`config.mk`:
```
export PLATFORM = sky130hd
export DESIGN_NAME = alignment_buffer
export DESIGN_NICKNAME = d
export VERILOG_FILES = /design/src/design/albuf_pkg.sv /design/src/design/alignment_buffer.sv /design/src/design/fetch_ctrl.sv /design/src/design/instr_aligner.sv /design/src/design/word_fifo.sv
export VERILOG_INCLUDE_DIRS = /design/src /design/src/design
export SDC_FILE = /design/constraint.sdc
export NUM_CORES = 1
export LEC_CHECK = 0
export ABC_CLOCK_PERIOD_IN_PS = 4200
export BUFFER_PORTS_ARGS = -buffer_cell sky130_fd_sc_hd__buf_2
export CORE_UTILIZATION = 40
export CTS_CLUSTER_DIAMETER = 50
export DETAILED_ROUTE_END_ITERATION = 12
export HOLD_SLACK_MARGIN = 0.1
export SKIP_LAST_GASP = 1
export SYNTH_ARGS = -nofsm -noshare
export SYNTH_HDL_FRONTEND = slang
export SYNTH_SLANG_ARGS = --single-unit
```
`constraint.sdc`:
```
create_clock -name clk -period 4.2 [get_ports clk]
set_input_delay 0.84 -clock clk [delete_from_list [all_inputs] [get_ports clk]]
set_output_delay 0.84 -clock clk [all_outputs]
set_load 0.02 [all_outputs]
```
`src/design/albuf_config.svh`:
```
// Build constants for the instruction alignment buffer
// Include this in any module that sizes its storage or counters
// from the buffer depth, or that decodes instruction length

`ifndef ALBUF_CONFIG_SVH
`define ALBUF_CONFIG_SVH

// Number of 32-bit words the buffer can hold
`define ALBUF_DEPTH 3

// Pointer and counter width, enough to index ALBUF_DEPTH entries
`define ALBUF_CNT_W 2

// Fetch requests allowed in flight at once
`define ALBUF_MAX_OUTSTANDING 2

// Low two bits of a halfword that start a 32-bit instruction
// Any other code marks a compressed 16-bit instruction
`define ALBUF_UNCOMP 2'b11

// Word width on the instruction bus
`define ALBUF_WORD_W 32

`endif

```
`src/design/albuf_pkg.sv`:
```
// Shared types for the instruction alignment buffer
// Ports use scoped names, module bodies import what they need

`default_nettype none

package albuf_pkg;

  //////////////////////////////////////////////////
  // Bundles that cross module boundaries
  //////////////////////////////////////////////////

  // Control from the core
  // branch is a single-cycle pulse, branch_addr is the new halfword target
  typedef struct packed {
    logic        instr_req;
    logic        branch;
    logic [31:0] branch_addr;
  } albuf_ctrl_t;

  // One word response from instruction memory
  typedef struct packed {
    logic [31:0] rdata;
    logic        err;
  } inst_resp_t;

  // Instruction handed to the decode stage
  // Compressed instructions sit in the low halfword, upper half zero
  typedef struct packed {
    logic [31:0] instr;
    logic [31:0] addr;
    logic        err;
  } instr_out_t;

  //////////////////////////////////////////////////
  // Encodings
  //////////////////////////////////////////////////

  // Where the write side stands in the halfword stream
  // UNALIGNED_AFTER_BRANCH drops the low half of the next word
  // UNALIGNED_SPLIT means the low half ends a 32-bit instruction
  typedef enum logic [1:0] {
    ALIGNED,
    UNALIGNED_AFTER_BRANCH,
    UNALIGNED_SPLIT
  } align_state_e;

  // Length decoded from the low bits of a halfword
  typedef enum logic {
    LEN_16,
    LEN_32
  } instr_len_e;

endpackage

`default_nettype wire

```
`src/design/alignment_buffer.sv`:
```
// Top level of the instruction alignment buffer
// Sits between the prefetcher and the decode stage: requests words,
// keeps them in a small store and emits whole RISC-V instructions,
// compressed or not, with address and bus error

`timescale 1ns/1ps
`default_nettype none

module alignment_buffer (
  input  logic                   clk,
  input  logic                   rst_n,
  input  albuf_pkg::albuf_ctrl_t ctrl_i,
  output logic                   fetch_valid_o,
  input  logic                   fetch_ready_i,
  output logic                   fetch_branch_o,
  output logic [31:0]            fetch_branch_addr_o,
  input  logic                   resp_valid_i,
  input  albuf_pkg::inst_resp_t  resp_i,
  output logic                   instr_valid_o,
  input  logic                   instr_ready_i,
  output albuf_pkg::instr_out_t  instr_o,
  output logic                   busy_o,
  output logic                   protocol_err_o
);
  import albuf_pkg::*;

  inst_resp_t head, next_resp;
  logic       head_valid, next_valid;
  logic       resp_accept;
  logic       instr_fire;
  logic       word_pop;

  // Prefetcher retargets on the branch pulse, halfword aligned
  assign fetch_branch_o      = ctrl_i.branch;
  assign fetch_branch_addr_o = {ctrl_i.branch_addr[31:1], 1'b0};

  //////////////////////////////////////////////////
  // Request side and word store
  //////////////////////////////////////////////////

  fetch_ctrl u_fetch_ctrl (
    .clk            (clk),
    .rst_n          (rst_n),
    .ctrl_i         (ctrl_i),
    .fetch_ready_i  (fetch_ready_i),
    .resp_valid_i   (resp_valid_i),
    .resp_i         (resp_i),
    .instr_fire_i   (instr_fire),
    .fetch_valid_o  (fetch_valid_o),
    .resp_accept_o  (resp_accept),
    .busy_o         (busy_o),
    .protocol_err_o (protocol_err_o)
  );

  // Branch flushes every stored word
  word_fifo u_word_fifo (
    .clk          (clk),
    .rst_n        (rst_n),
    .flush_i      (ctrl_i.branch),
    .push_i       (resp_accept),
    .resp_i       (resp_i),
    .pop_i        (word_pop),
    .head_o       (head),
    .head_valid_o (head_valid),
    .next_o       (next_resp),
    .next_valid_o (next_valid)
  );

  //////////////////////////////////////////////////
  // Output side
  //////////////////////////////////////////////////

  instr_aligner u_instr_aligner (
    .clk           (clk),
    .rst_n         (rst_n),
    .ctrl_i        (ctrl_i),
    .head_i        (head),
    .head_valid_i  (head_valid),
    .next_i        (next_resp),
    .next_valid_i  (next_valid),
    .resp_accept_i (resp_accept),
    .resp_i        (resp_i),
    .instr_ready_i (instr_ready_i),
    .instr_valid_o (instr_valid_o),
    .instr_o       (instr_o),
    .instr_fire_o  (instr_fire),
    .word_pop_o    (word_pop)
  );

endmodule

`default_nettype wire

```
`src/design/fetch_ctrl.sv`:
```
// Fetch request control for the alignment buffer
// Decides when a new word may be requested, tracks requests in flight,
// drops stale responses after a branch and flags stray responses
// Instruction counting runs on the write side over incoming halfwords

`timescale 1ns/1ps
`default_nettype none

`include "albuf_config.svh"

module fetch_ctrl (
  input  logic                   clk,
  input  logic                   rst_n,
  input  albuf_pkg::albuf_ctrl_t ctrl_i,
  input  logic                   fetch_ready_i,
  input  logic                   resp_valid_i,
  input  albuf_pkg::inst_resp_t  resp_i,
  input  logic                   instr_fire_i,
  output logic                   fetch_valid_o,
  output logic                   resp_accept_o,
  output logic                   busy_o,
  output logic                   protocol_err_o
);
  import albuf_pkg::*;

  localparam int CNT_W   = `ALBUF_CNT_W;
  localparam int MAX_OUT = `ALBUF_MAX_OUTSTANDING;

  // Requests in flight and stale responses still to drop
  logic [CNT_W-1:0] outstanding_q, outstanding_n;
  logic [CNT_W-1:0] flush_q, flush_n;
  // Count of complete instructions held
  // One bit wider than the word pointer
  logic [CNT_W:0]   instr_cnt_q, instr_cnt_n, instr_cnt_adj;
  logic [1:0]       n_incoming;
  logic             pop_q;
  logic             req_fire;
  logic             resp_seen;
  align_state_e     state_q, state_n;
  instr_len_e       lo_len, hi_len;

  assign req_fire  = fetch_valid_o && fetch_ready_i;
  // A stray response must not wrap the counter below zero
  assign resp_seen = resp_valid_i && (outstanding_q != '0);

  // Responses pass only when nothing stale is pending
  // The response in a branch cycle belongs to the old stream
  assign resp_accept_o = resp_valid_i && (flush_q == '0) && !ctrl_i.branch;

  // Emitted instructions come off the count one cycle late
  assign instr_cnt_adj = instr_cnt_q - {{CNT_W{1'b0}}, pop_q};

  //////////////////////////////////////////////////
  // Request decision
  //////////////////////////////////////////////////

  // Room for another word when the buffer is drained or holds one
  // instruction with nothing in flight
  // A branch always restarts fetch
  assign fetch_valid_o = ctrl_i.instr_req &&
                         (outstanding_q < CNT_W'(MAX_OUT)) &&
                         ((instr_cnt_adj == '0) ||
                          ((instr_cnt_adj == (CNT_W+1)'(1)) && (outstanding_q == '0)) ||
                          ctrl_i.branch);

  assign busy_o         = (outstanding_q != '0) || fetch_valid_o;
  assign protocol_err_o = resp_valid_i && (outstanding_q == '0);

  // Outstanding count goes up on an accepted request and down on a response
  always_comb begin
    case ({req_fire, resp_seen})
      2'b10:   outstanding_n = outstanding_q + CNT_W'(1);
      2'b01:   outstanding_n = outstanding_q - CNT_W'(1);
      default: outstanding_n = outstanding_q;
    endcase
  end

  // Everything in flight at a branch is stale
  // minus the one arriving right now, which is dropped this cycle
  always_comb begin
    flush_n = flush_q;
    if (ctrl_i.branch) begin
      flush_n = outstanding_q - CNT_W'(resp_seen);
    end else if (resp_seen && (flush_q != '0)) begin
      flush_n = flush_q - CNT_W'(1);
    end
  end

  //////////////////////////////////////////////////
  // Instruction count over incoming halfwords
  //////////////////////////////////////////////////

  assign lo_len = (resp_i.rdata[1:0] == `ALBUF_UNCOMP) ? LEN_32 : LEN_16;
  assign hi_len = (resp_i.rdata[17:16] == `ALBUF_UNCOMP) ? LEN_32 : LEN_16;

  always_comb begin
    state_n    = state_q;
    n_incoming = 2'd0;
    if (ctrl_i.branch) begin
      // Odd-halfword target skips the low half of the first word
      state_n = ctrl_i.branch_addr[1] ? UNALIGNED_AFTER_BRANCH : ALIGNED;
    end else if (resp_accept_o) begin
      case (state_q)
        ALIGNED: begin
          if (lo_len == LEN_32) begin
            n_incoming = 2'd1;
          end else if (hi_len == LEN_32) begin
            // Upper half opens an instruction that spills over
            n_incoming = 2'd1;
            state_n    = UNALIGNED_SPLIT;
          end else begin
            n_incoming = 2'd2;
          end
        end
        UNALIGNED_AFTER_BRANCH: begin
          n_incoming = (hi_len == LEN_16) ? 2'd1 : 2'd0;
          state_n    = (hi_len == LEN_16) ? ALIGNED : UNALIGNED_SPLIT;
        end
        default: begin
          // Low half completes the instruction left open
          n_incoming = (hi_len == LEN_16) ? 2'd2 : 2'd1;
          state_n    = (hi_len == LEN_16) ? ALIGNED : UNALIGNED_SPLIT;
        end
      endcase
    end
  end

  // Branch empties the buffer
  assign instr_cnt_n = ctrl_i.branch ? '0 :
                       instr_cnt_adj + (CNT_W+1)'(n_incoming);

  always_ff @(posedge clk or negedge rst_n) begin
    if (!rst_n) begin
      outstanding_q <= '0;
      flush_q       <= '0;
      instr_cnt_q   <= '0;
      pop_q         <= 1'b0;
      state_q       <= ALIGNED;
    end else begin
      outstanding_q <= outstanding_n;
      flush_q       <= flush_n;
      instr_cnt_q   <= instr_cnt_n;
      pop_q         <= instr_fire_i;
      state_q       <= state_n;
    end
  end

  // In-flight count stays within the limit and covers every stale response
  a_outstanding_limit: assert property (
    @(posedge clk) disable iff (!rst_n)
    (outstanding_q <= CNT_W'(MAX_OUT)) && (flush_q <= outstanding_q)
  );

endmodule

`default_nettype wire

```
`src/design/instr_aligner.sv`:
```
// Instruction aligner for the alignment buffer
// Builds one 16- or 32-bit instruction from the head word, the word after it
// or the response arriving this cycle, and tracks the halfword address
// The output is combinational, the address moves on after each handshake

`timescale 1ns/1ps
`default_nettype none

`include "albuf_config.svh"

module instr_aligner (
  input  logic                   clk,
  input  logic                   rst_n,
  input  albuf_pkg::albuf_ctrl_t ctrl_i,
  input  albuf_pkg::inst_resp_t  head_i,
  input  logic                   head_valid_i,
  input  albuf_pkg::inst_resp_t  next_i,
  input  logic                   next_valid_i,
  input  logic                   resp_accept_i,
  input  albuf_pkg::inst_resp_t  resp_i,
  input  logic                   instr_ready_i,
  output logic                   instr_valid_o,
  output albuf_pkg::instr_out_t  instr_o,
  output logic                   instr_fire_o,
  output logic                   word_pop_o
);
  import albuf_pkg::*;

  // Halfword address of the instruction on the output
  logic [31:0] addr_q;
  inst_resp_t  cur_word, second_word;
  logic        cur_valid, second_valid;
  logic [15:0] cur_hw;
  instr_len_e  cur_len;
  logic        out_valid;
  logic        word_done;

  //////////////////////////////////////////////////
  // Source selection
  //////////////////////////////////////////////////

  // Head word if buffered, else bypass the response
  assign cur_word  = head_valid_i ? head_i : resp_i;
  assign cur_valid = head_valid_i || resp_accept_i;

  // Second word only exists behind a valid head
  assign second_word  = next_valid_i ? next_i : resp_i;
  assign second_valid = next_valid_i || (head_valid_i && resp_accept_i);

  // First halfword of the instruction
  assign cur_hw  = addr_q[1] ? cur_word.rdata[31:16] : cur_word.rdata[15:0];
  assign cur_len = (cur_hw[1:0] == `ALBUF_UNCOMP) ? LEN_32 : LEN_16;

  always_comb begin
    instr_o.addr  = addr_q;
    instr_o.instr = {16'h0000, cur_hw};
    instr_o.err   = cur_word.err;
    out_valid     = cur_valid;
    // Only an aligned compressed instruction leaves the head in place
    word_done     = addr_q[1] || (cur_len == LEN_32);
    if (cur_len == LEN_32) begin
      if (addr_q[1]) begin
        // Straddles into the following word
        instr_o.instr = {second_word.rdata[15:0], cur_hw};
        instr_o.err   = cur_word.err || second_word.err;
        out_valid     = second_valid;
      end else begin
        instr_o.instr = cur_word.rdata;
      end
    end
  end

  // Nothing goes out in a branch cycle, the stream is being replaced
  assign instr_valid_o = out_valid && !ctrl_i.branch;
  assign instr_fire_o  = instr_valid_o && instr_ready_i;
  assign word_pop_o    = instr_fire_o && word_done;

  //////////////////////////////////////////////////
  // Address register
  //////////////////////////////////////////////////

  always_ff @(posedge clk or negedge rst_n) begin
    if (!rst_n) begin
      addr_q <= '0;
    end else if (ctrl_i.branch) begin
      addr_q <= {ctrl_i.branch_addr[31:1], 1'b0};
    end else if (instr_fire_o) begin
      addr_q <= addr_q + ((cur_len == LEN_32) ? 32'd4 : 32'd2);
    end
  end

  // A held instruction keeps its value, which relies on the word store
  // keeping any bypassed response that was used for it
  a_hold_stable: assert property (
    @(posedge clk) disable iff (!rst_n)
    (instr_valid_o && !instr_ready_i && !ctrl_i.branch) |=> $stable(instr_o)
  );

endmodule

`default_nettype wire

```
`src/design/word_fifo.sv`:
```
// Circular store of instruction words for the alignment buffer
// Shows the head word and the one after it so that a straddling
// instruction can be built
// A flush empties it in one cycle

`timescale 1ns/1ps
`default_nettype none

`include "albuf_config.svh"

module word_fifo (
  input  logic                  clk,
  input  logic                  rst_n,
  input  logic                  flush_i,
  input  logic                  push_i,
  input  albuf_pkg::inst_resp_t resp_i,
  input  logic                  pop_i,
  output albuf_pkg::inst_resp_t head_o,
  output logic                  head_valid_o,
  output albuf_pkg::inst_resp_t next_o,
  output logic                  next_valid_o
);
  import albuf_pkg::*;

  localparam int DEPTH = `ALBUF_DEPTH;
  localparam int CNT_W = `ALBUF_CNT_W;

  // Word storage qualified by the valid bits
  inst_resp_t       mem_q [DEPTH];
  logic [DEPTH-1:0] valid_q, valid_n;
  logic [CNT_W-1:0] rptr_q, wptr_q, rptr_next;

  // Step a pointer and wrap after the last entry
  function automatic logic [CNT_W-1:0] ptr_inc(input logic [CNT_W-1:0] ptr);
    ptr_inc = (ptr == CNT_W'(DEPTH-1)) ? '0 : ptr + CNT_W'(1);
  endfunction

  assign rptr_next = ptr_inc(rptr_q);

  assign head_o       = mem_q[rptr_q];
  assign head_valid_o = valid_q[rptr_q];
  assign next_o       = mem_q[rptr_next];
  assign next_valid_o = valid_q[rptr_next];

  // Pop after push so a word written and used in one cycle leaves no valid bit
  always_comb begin
    valid_n = valid_q;
    if (push_i) begin
      valid_n[wptr_q] = 1'b1;
    end
    if (pop_i) begin
      valid_n[rptr_q] = 1'b0;
    end
  end

  always_ff @(posedge clk or negedge rst_n) begin
    if (!rst_n) begin
      valid_q <= '0;
      rptr_q  <= '0;
      wptr_q  <= '0;
    end else if (flush_i) begin
      valid_q <= '0;
      rptr_q  <= '0;
      wptr_q  <= '0;
    end else begin
      valid_q <= valid_n;
      if (push_i) wptr_q <= ptr_inc(wptr_q);
      if (pop_i)  rptr_q <= rptr_next;
    end
  end

  always_ff @(posedge clk) begin
    if (push_i) begin
      mem_q[wptr_q] <= resp_i;
    end
  end

  // Fetch throttling upstream must leave a free slot for every response
  a_no_overwrite: assert property (
    @(posedge clk) disable iff (!rst_n)
    push_i |-> !valid_q[wptr_q]
  );

endmodule

`default_nettype wire

```
==> results by group <==
Outcome
  – Outcome: finished, final reports clean

Power
  – Switch Pwr: 1.42 mW
  – Lkg Pwr: 3.86 nW
  – VDD IR-drop max: 286 µV
  – Cell Pwr Density: 459 nW/µm²
  – Clock power share: 33.1%
  – Flop pwr share: 40.9%
  – Net Sw Frac: 32.3%
  – Power, Total: 4.39 mW
  – Internal power: 2.97 mW
  – Comb pwr share: 25.9%

Worst setup path
  – CP Class: reg2out
  – Worst-path fanout max: 21
  – CP Data Arrival Time: 2.96 ns
  – Startpoint class of the critical path: register
  – Worst path required time: 3.36 ns
  – CP Capture Type: output port
  – R2R Path Start: u_word_fifo.rptr_q[1]
  – CP Launch Point: u_word_fifo.rptr_q[0]

Synth
  – Top_reg_cell synth: edfxtp_1
  – Synth unique cells: 66
  – Avg Synthesized Cell Area: 10.0 µm²
  – Xor/xnor share of the synthesized area: 1.18%
  – Post-Syn Area: 8160 µm²
  – Post-synth EDFFs: 99
  – Ys async rst share: 32.7%
  – Sequential share of the synthesized area: 51.1%
  – Simple-gate share of the synthesized area: 13.0%
  – Compound-cell area share of the yosys netlist: 17.3%
  – Synthesized flop and latch total: 147
  – Mux contribution to synthesized area: 8.91%
  – Largest family of logic cells by synthesized area: compound AO/OA/AOI/OAI gates
  – YS warnings: 0
  – Mapped Cells: 813
  – Post-Synth Adder-Cell Area: 1.63%

Finish
  – Most common cell after layout, fill and taps aside: buf_2
  – Fillers: 1864
  – Final instance area: 9570 µm²
  – Share of cells above drive strength 1: 25.2%
  – Syn-to-layout area delta: 17.2%
  – Fin nets: 1015
  – Commonest cells after routing, fill and taps aside: buf_2, edfxtp_1, nor2_1
  – Post-route insts no fill: 1212

Timing
  – RSZ-0062 raised after global routing: false
  – Final-report hold violation count: 0
  – Final slew viol count: 0
  – Worst setup margin: 0.395 ns
  – Skew final: 0.00575 ns
  – Final worst-path cycle share: 90.6%
  – Worst Max-Slew Pin Slew: 0.934 ns
  – Min cycle time layout: 3.80 ns
  – Achievable Freq: 0.263 GHz
  – Final Setup Violations: 0
  – Slew HR: 37.7%
  – Post-route setup TNS: 0 ns

Clocking
  – CTS tree: yes
  – Root Driver: clkbuf_16
  – Num Clock Sinks: 147
  – Post-CTS Resized: 0
  – CTS Buffer Depth: 2
  – Postcts setup bufs: 0
  – Reg clk slew, reported paths: 0.06 ns
  – Clk_lat worst skew: 0.42 ns
  – CTS H-tree lvls: 4
  – # hold bufs at CTS: 0
  – Num CTS Buffers: 17

Placed design
  – Dpl ws: 0.691 ns
  – Placed cell count: 1179
  – Port Buf Inserts: 170
  – Dpl hpwl: 13.4 mm
  – RD Place Congestion: 0.769
  – Area after DPL: 9000 µm²

Routing
  – Routed Antenna Nets: 0
  – Avg Vias per Cell: 5.36
  – Drt pass-1 iters: 5
  – Drt first-iter violations: 437
  – Final wirelength: 20.0 mm
  – DR DRC count: 0
  – Vias: 6494
  – WL/cell: 16.5 µm

Global routing
  – Number of global-route vias before repair: 5943
  – Tot GR Track Use: 19.8%
  – Largest net degree at the start of global routing: 69
  – Gr ovfl total: 0
  – First-pass GRT wire length: 31.5 mm
  – Initial antenna violation count: 1

Floorplanning
  – Core area: 19700 µm²
  – # IOs: 174
  – Initial core utilization: 41.4%
  – Die Y: 145 µm
  – Die ar.: 21000 µm²
  – # rows: 51
  – Die Width: 145 µm

Min path
  – Worst hold path class: reg2reg
  – Hold Path Origin: u_fetch_ctrl.outstanding_q[0]

Flow run
  – MaxCap Viol Count: 0
## sequential cells by signal (all words and copies together) (netlist names)
signal	count
u_fetch_ctrl.instr_cnt_q	3
u_word_fifo.mem_q	99
u_fetch_ctrl.outstanding_q	2
u_word_fifo.rptr_q	2
u_fetch_ctrl.pop_q	1
u_fetch_ctrl.state_q	2
u_word_fifo.valid_q	3
u_word_fifo.wptr_q	2
u_instr_aligner.addr_q	31
u_fetch_ctrl.flush_q	2
## Yosys cell counts, types with 8 or more instances
| cell type | count | share of area [%] |
|---|---|---|
| nand3_1 | 21 | 1.3 |
| dfrtp_1 | 48 | 15 |
| a211oi_1 | 18 | 1.7 |
| o21ai_0 | 63 | 3.9 |
| a21oi_1 | 78 | 4.8 |
| mux2i_1 | 67 | 8.2 |
| nand2_1 | 80 | 3.7 |
| inv_1 | 13 | 0.60 |
| a31oi_1 | 9 | 0.69 |
| buf_4 | 35 | 3.2 |
| nor2_1 | 94 | 4.3 |
| edfxtp_1 | 99 | 36 |
| clkbuf_1 | 34 | 1.6 |
| o211ai_1 | 14 | 1.3 |
| ha_1 | 9 | 1.4 |
| xnor2_1 | 8 | 0.86 |
| and3_1 | 8 | 0.61 |
## metrics by stage
stage	hold slack, ns	utilization, %
after floorplan	0.498	-
after global placement	0.522	45.6
after detailed placement	0.531	45.6
after CTS	0.540	48.5
after global routing	0.569	48.5
final	0.539	48.5
## critical path: stages, from the launching register on
cell	delay, ns
dfrtp_2	0.61
mux2_2	0.40
o21ai_2	0.72
buf_4	0.29
nand2_1	0.05
o21ai_0	0.07
a21oi_1	0.09
nor2_1	0.12
buf_2	0.18
## per-layer routing
metal,up-vias,track usage (%),wire (µm)
li1,3192,-,-
met1,3113,27.4,9340
met2,157,30.6,9360
met3,30,3.82,950
met4,2,7.31,362
met5,-,0,13
## cell type report
type,instances,area (µm²),share of cell area [%]
Tap cell,265,332,3.46
Timing Repair Buffer,189,993,10.4
Sequential cell,147,4180,43.7
Clock inverter,13,136,1.43
Clock buffer,19,433,4.52
Antenna cell,1,2.50,0.0262
Inverter,14,52.6,0.549
Multi-Input combinational cell,564,3440,36.0
## path summary, 6_finish.rpt
kind | to | slack (ns) | cells past startpoint
setup / recovery | instr_o[52] | 0.40 | 8
hold / removal | u_fetch_ctrl.outstanding_q[0] | 0.54 | 1
setup reg to reg | u_instr_aligner.addr_q[24] | 0.70 | 11
hold reg to reg | u_fetch_ctrl.outstanding_q[0] | 0.54 | 1
max in group asynchronous | u_fetch_ctrl.flush_q[1] | 2.95 | 2
min in group asynchronous | u_instr_aligner.addr_q[3] | 0.56 | 1
## power by group through the flow
stage / clock network, mW / logic (mW) / registers [mW]
after floorplan: 0 / 0.768 / 1.85
after global routing: 1.54 / 1.26 / 1.82
after CTS: 1.49 / 1.15 / 1.80
after detailed placement: 0 / 1.14 / 1.83
final: 1.45 / 1.14 / 1.80
after global placement: 0 / 1.13 / 1.82
## cells by family (layout without fill, tap and decap cells)
kind of cell | Yosys count | in the layout
AOI/OAI and AO/OA | 230 | 230
xor gates and xnor gates | 11 | 11
adders and majority gates | 10 | 10
buffers and inverters | 103 | 235
DFF | 147 | 147
muxes | 70 | 70
other | 1 | 3
and+or+nand+nor | 241 | 241
Note: power is estimated with default switching activity, not from simulation.
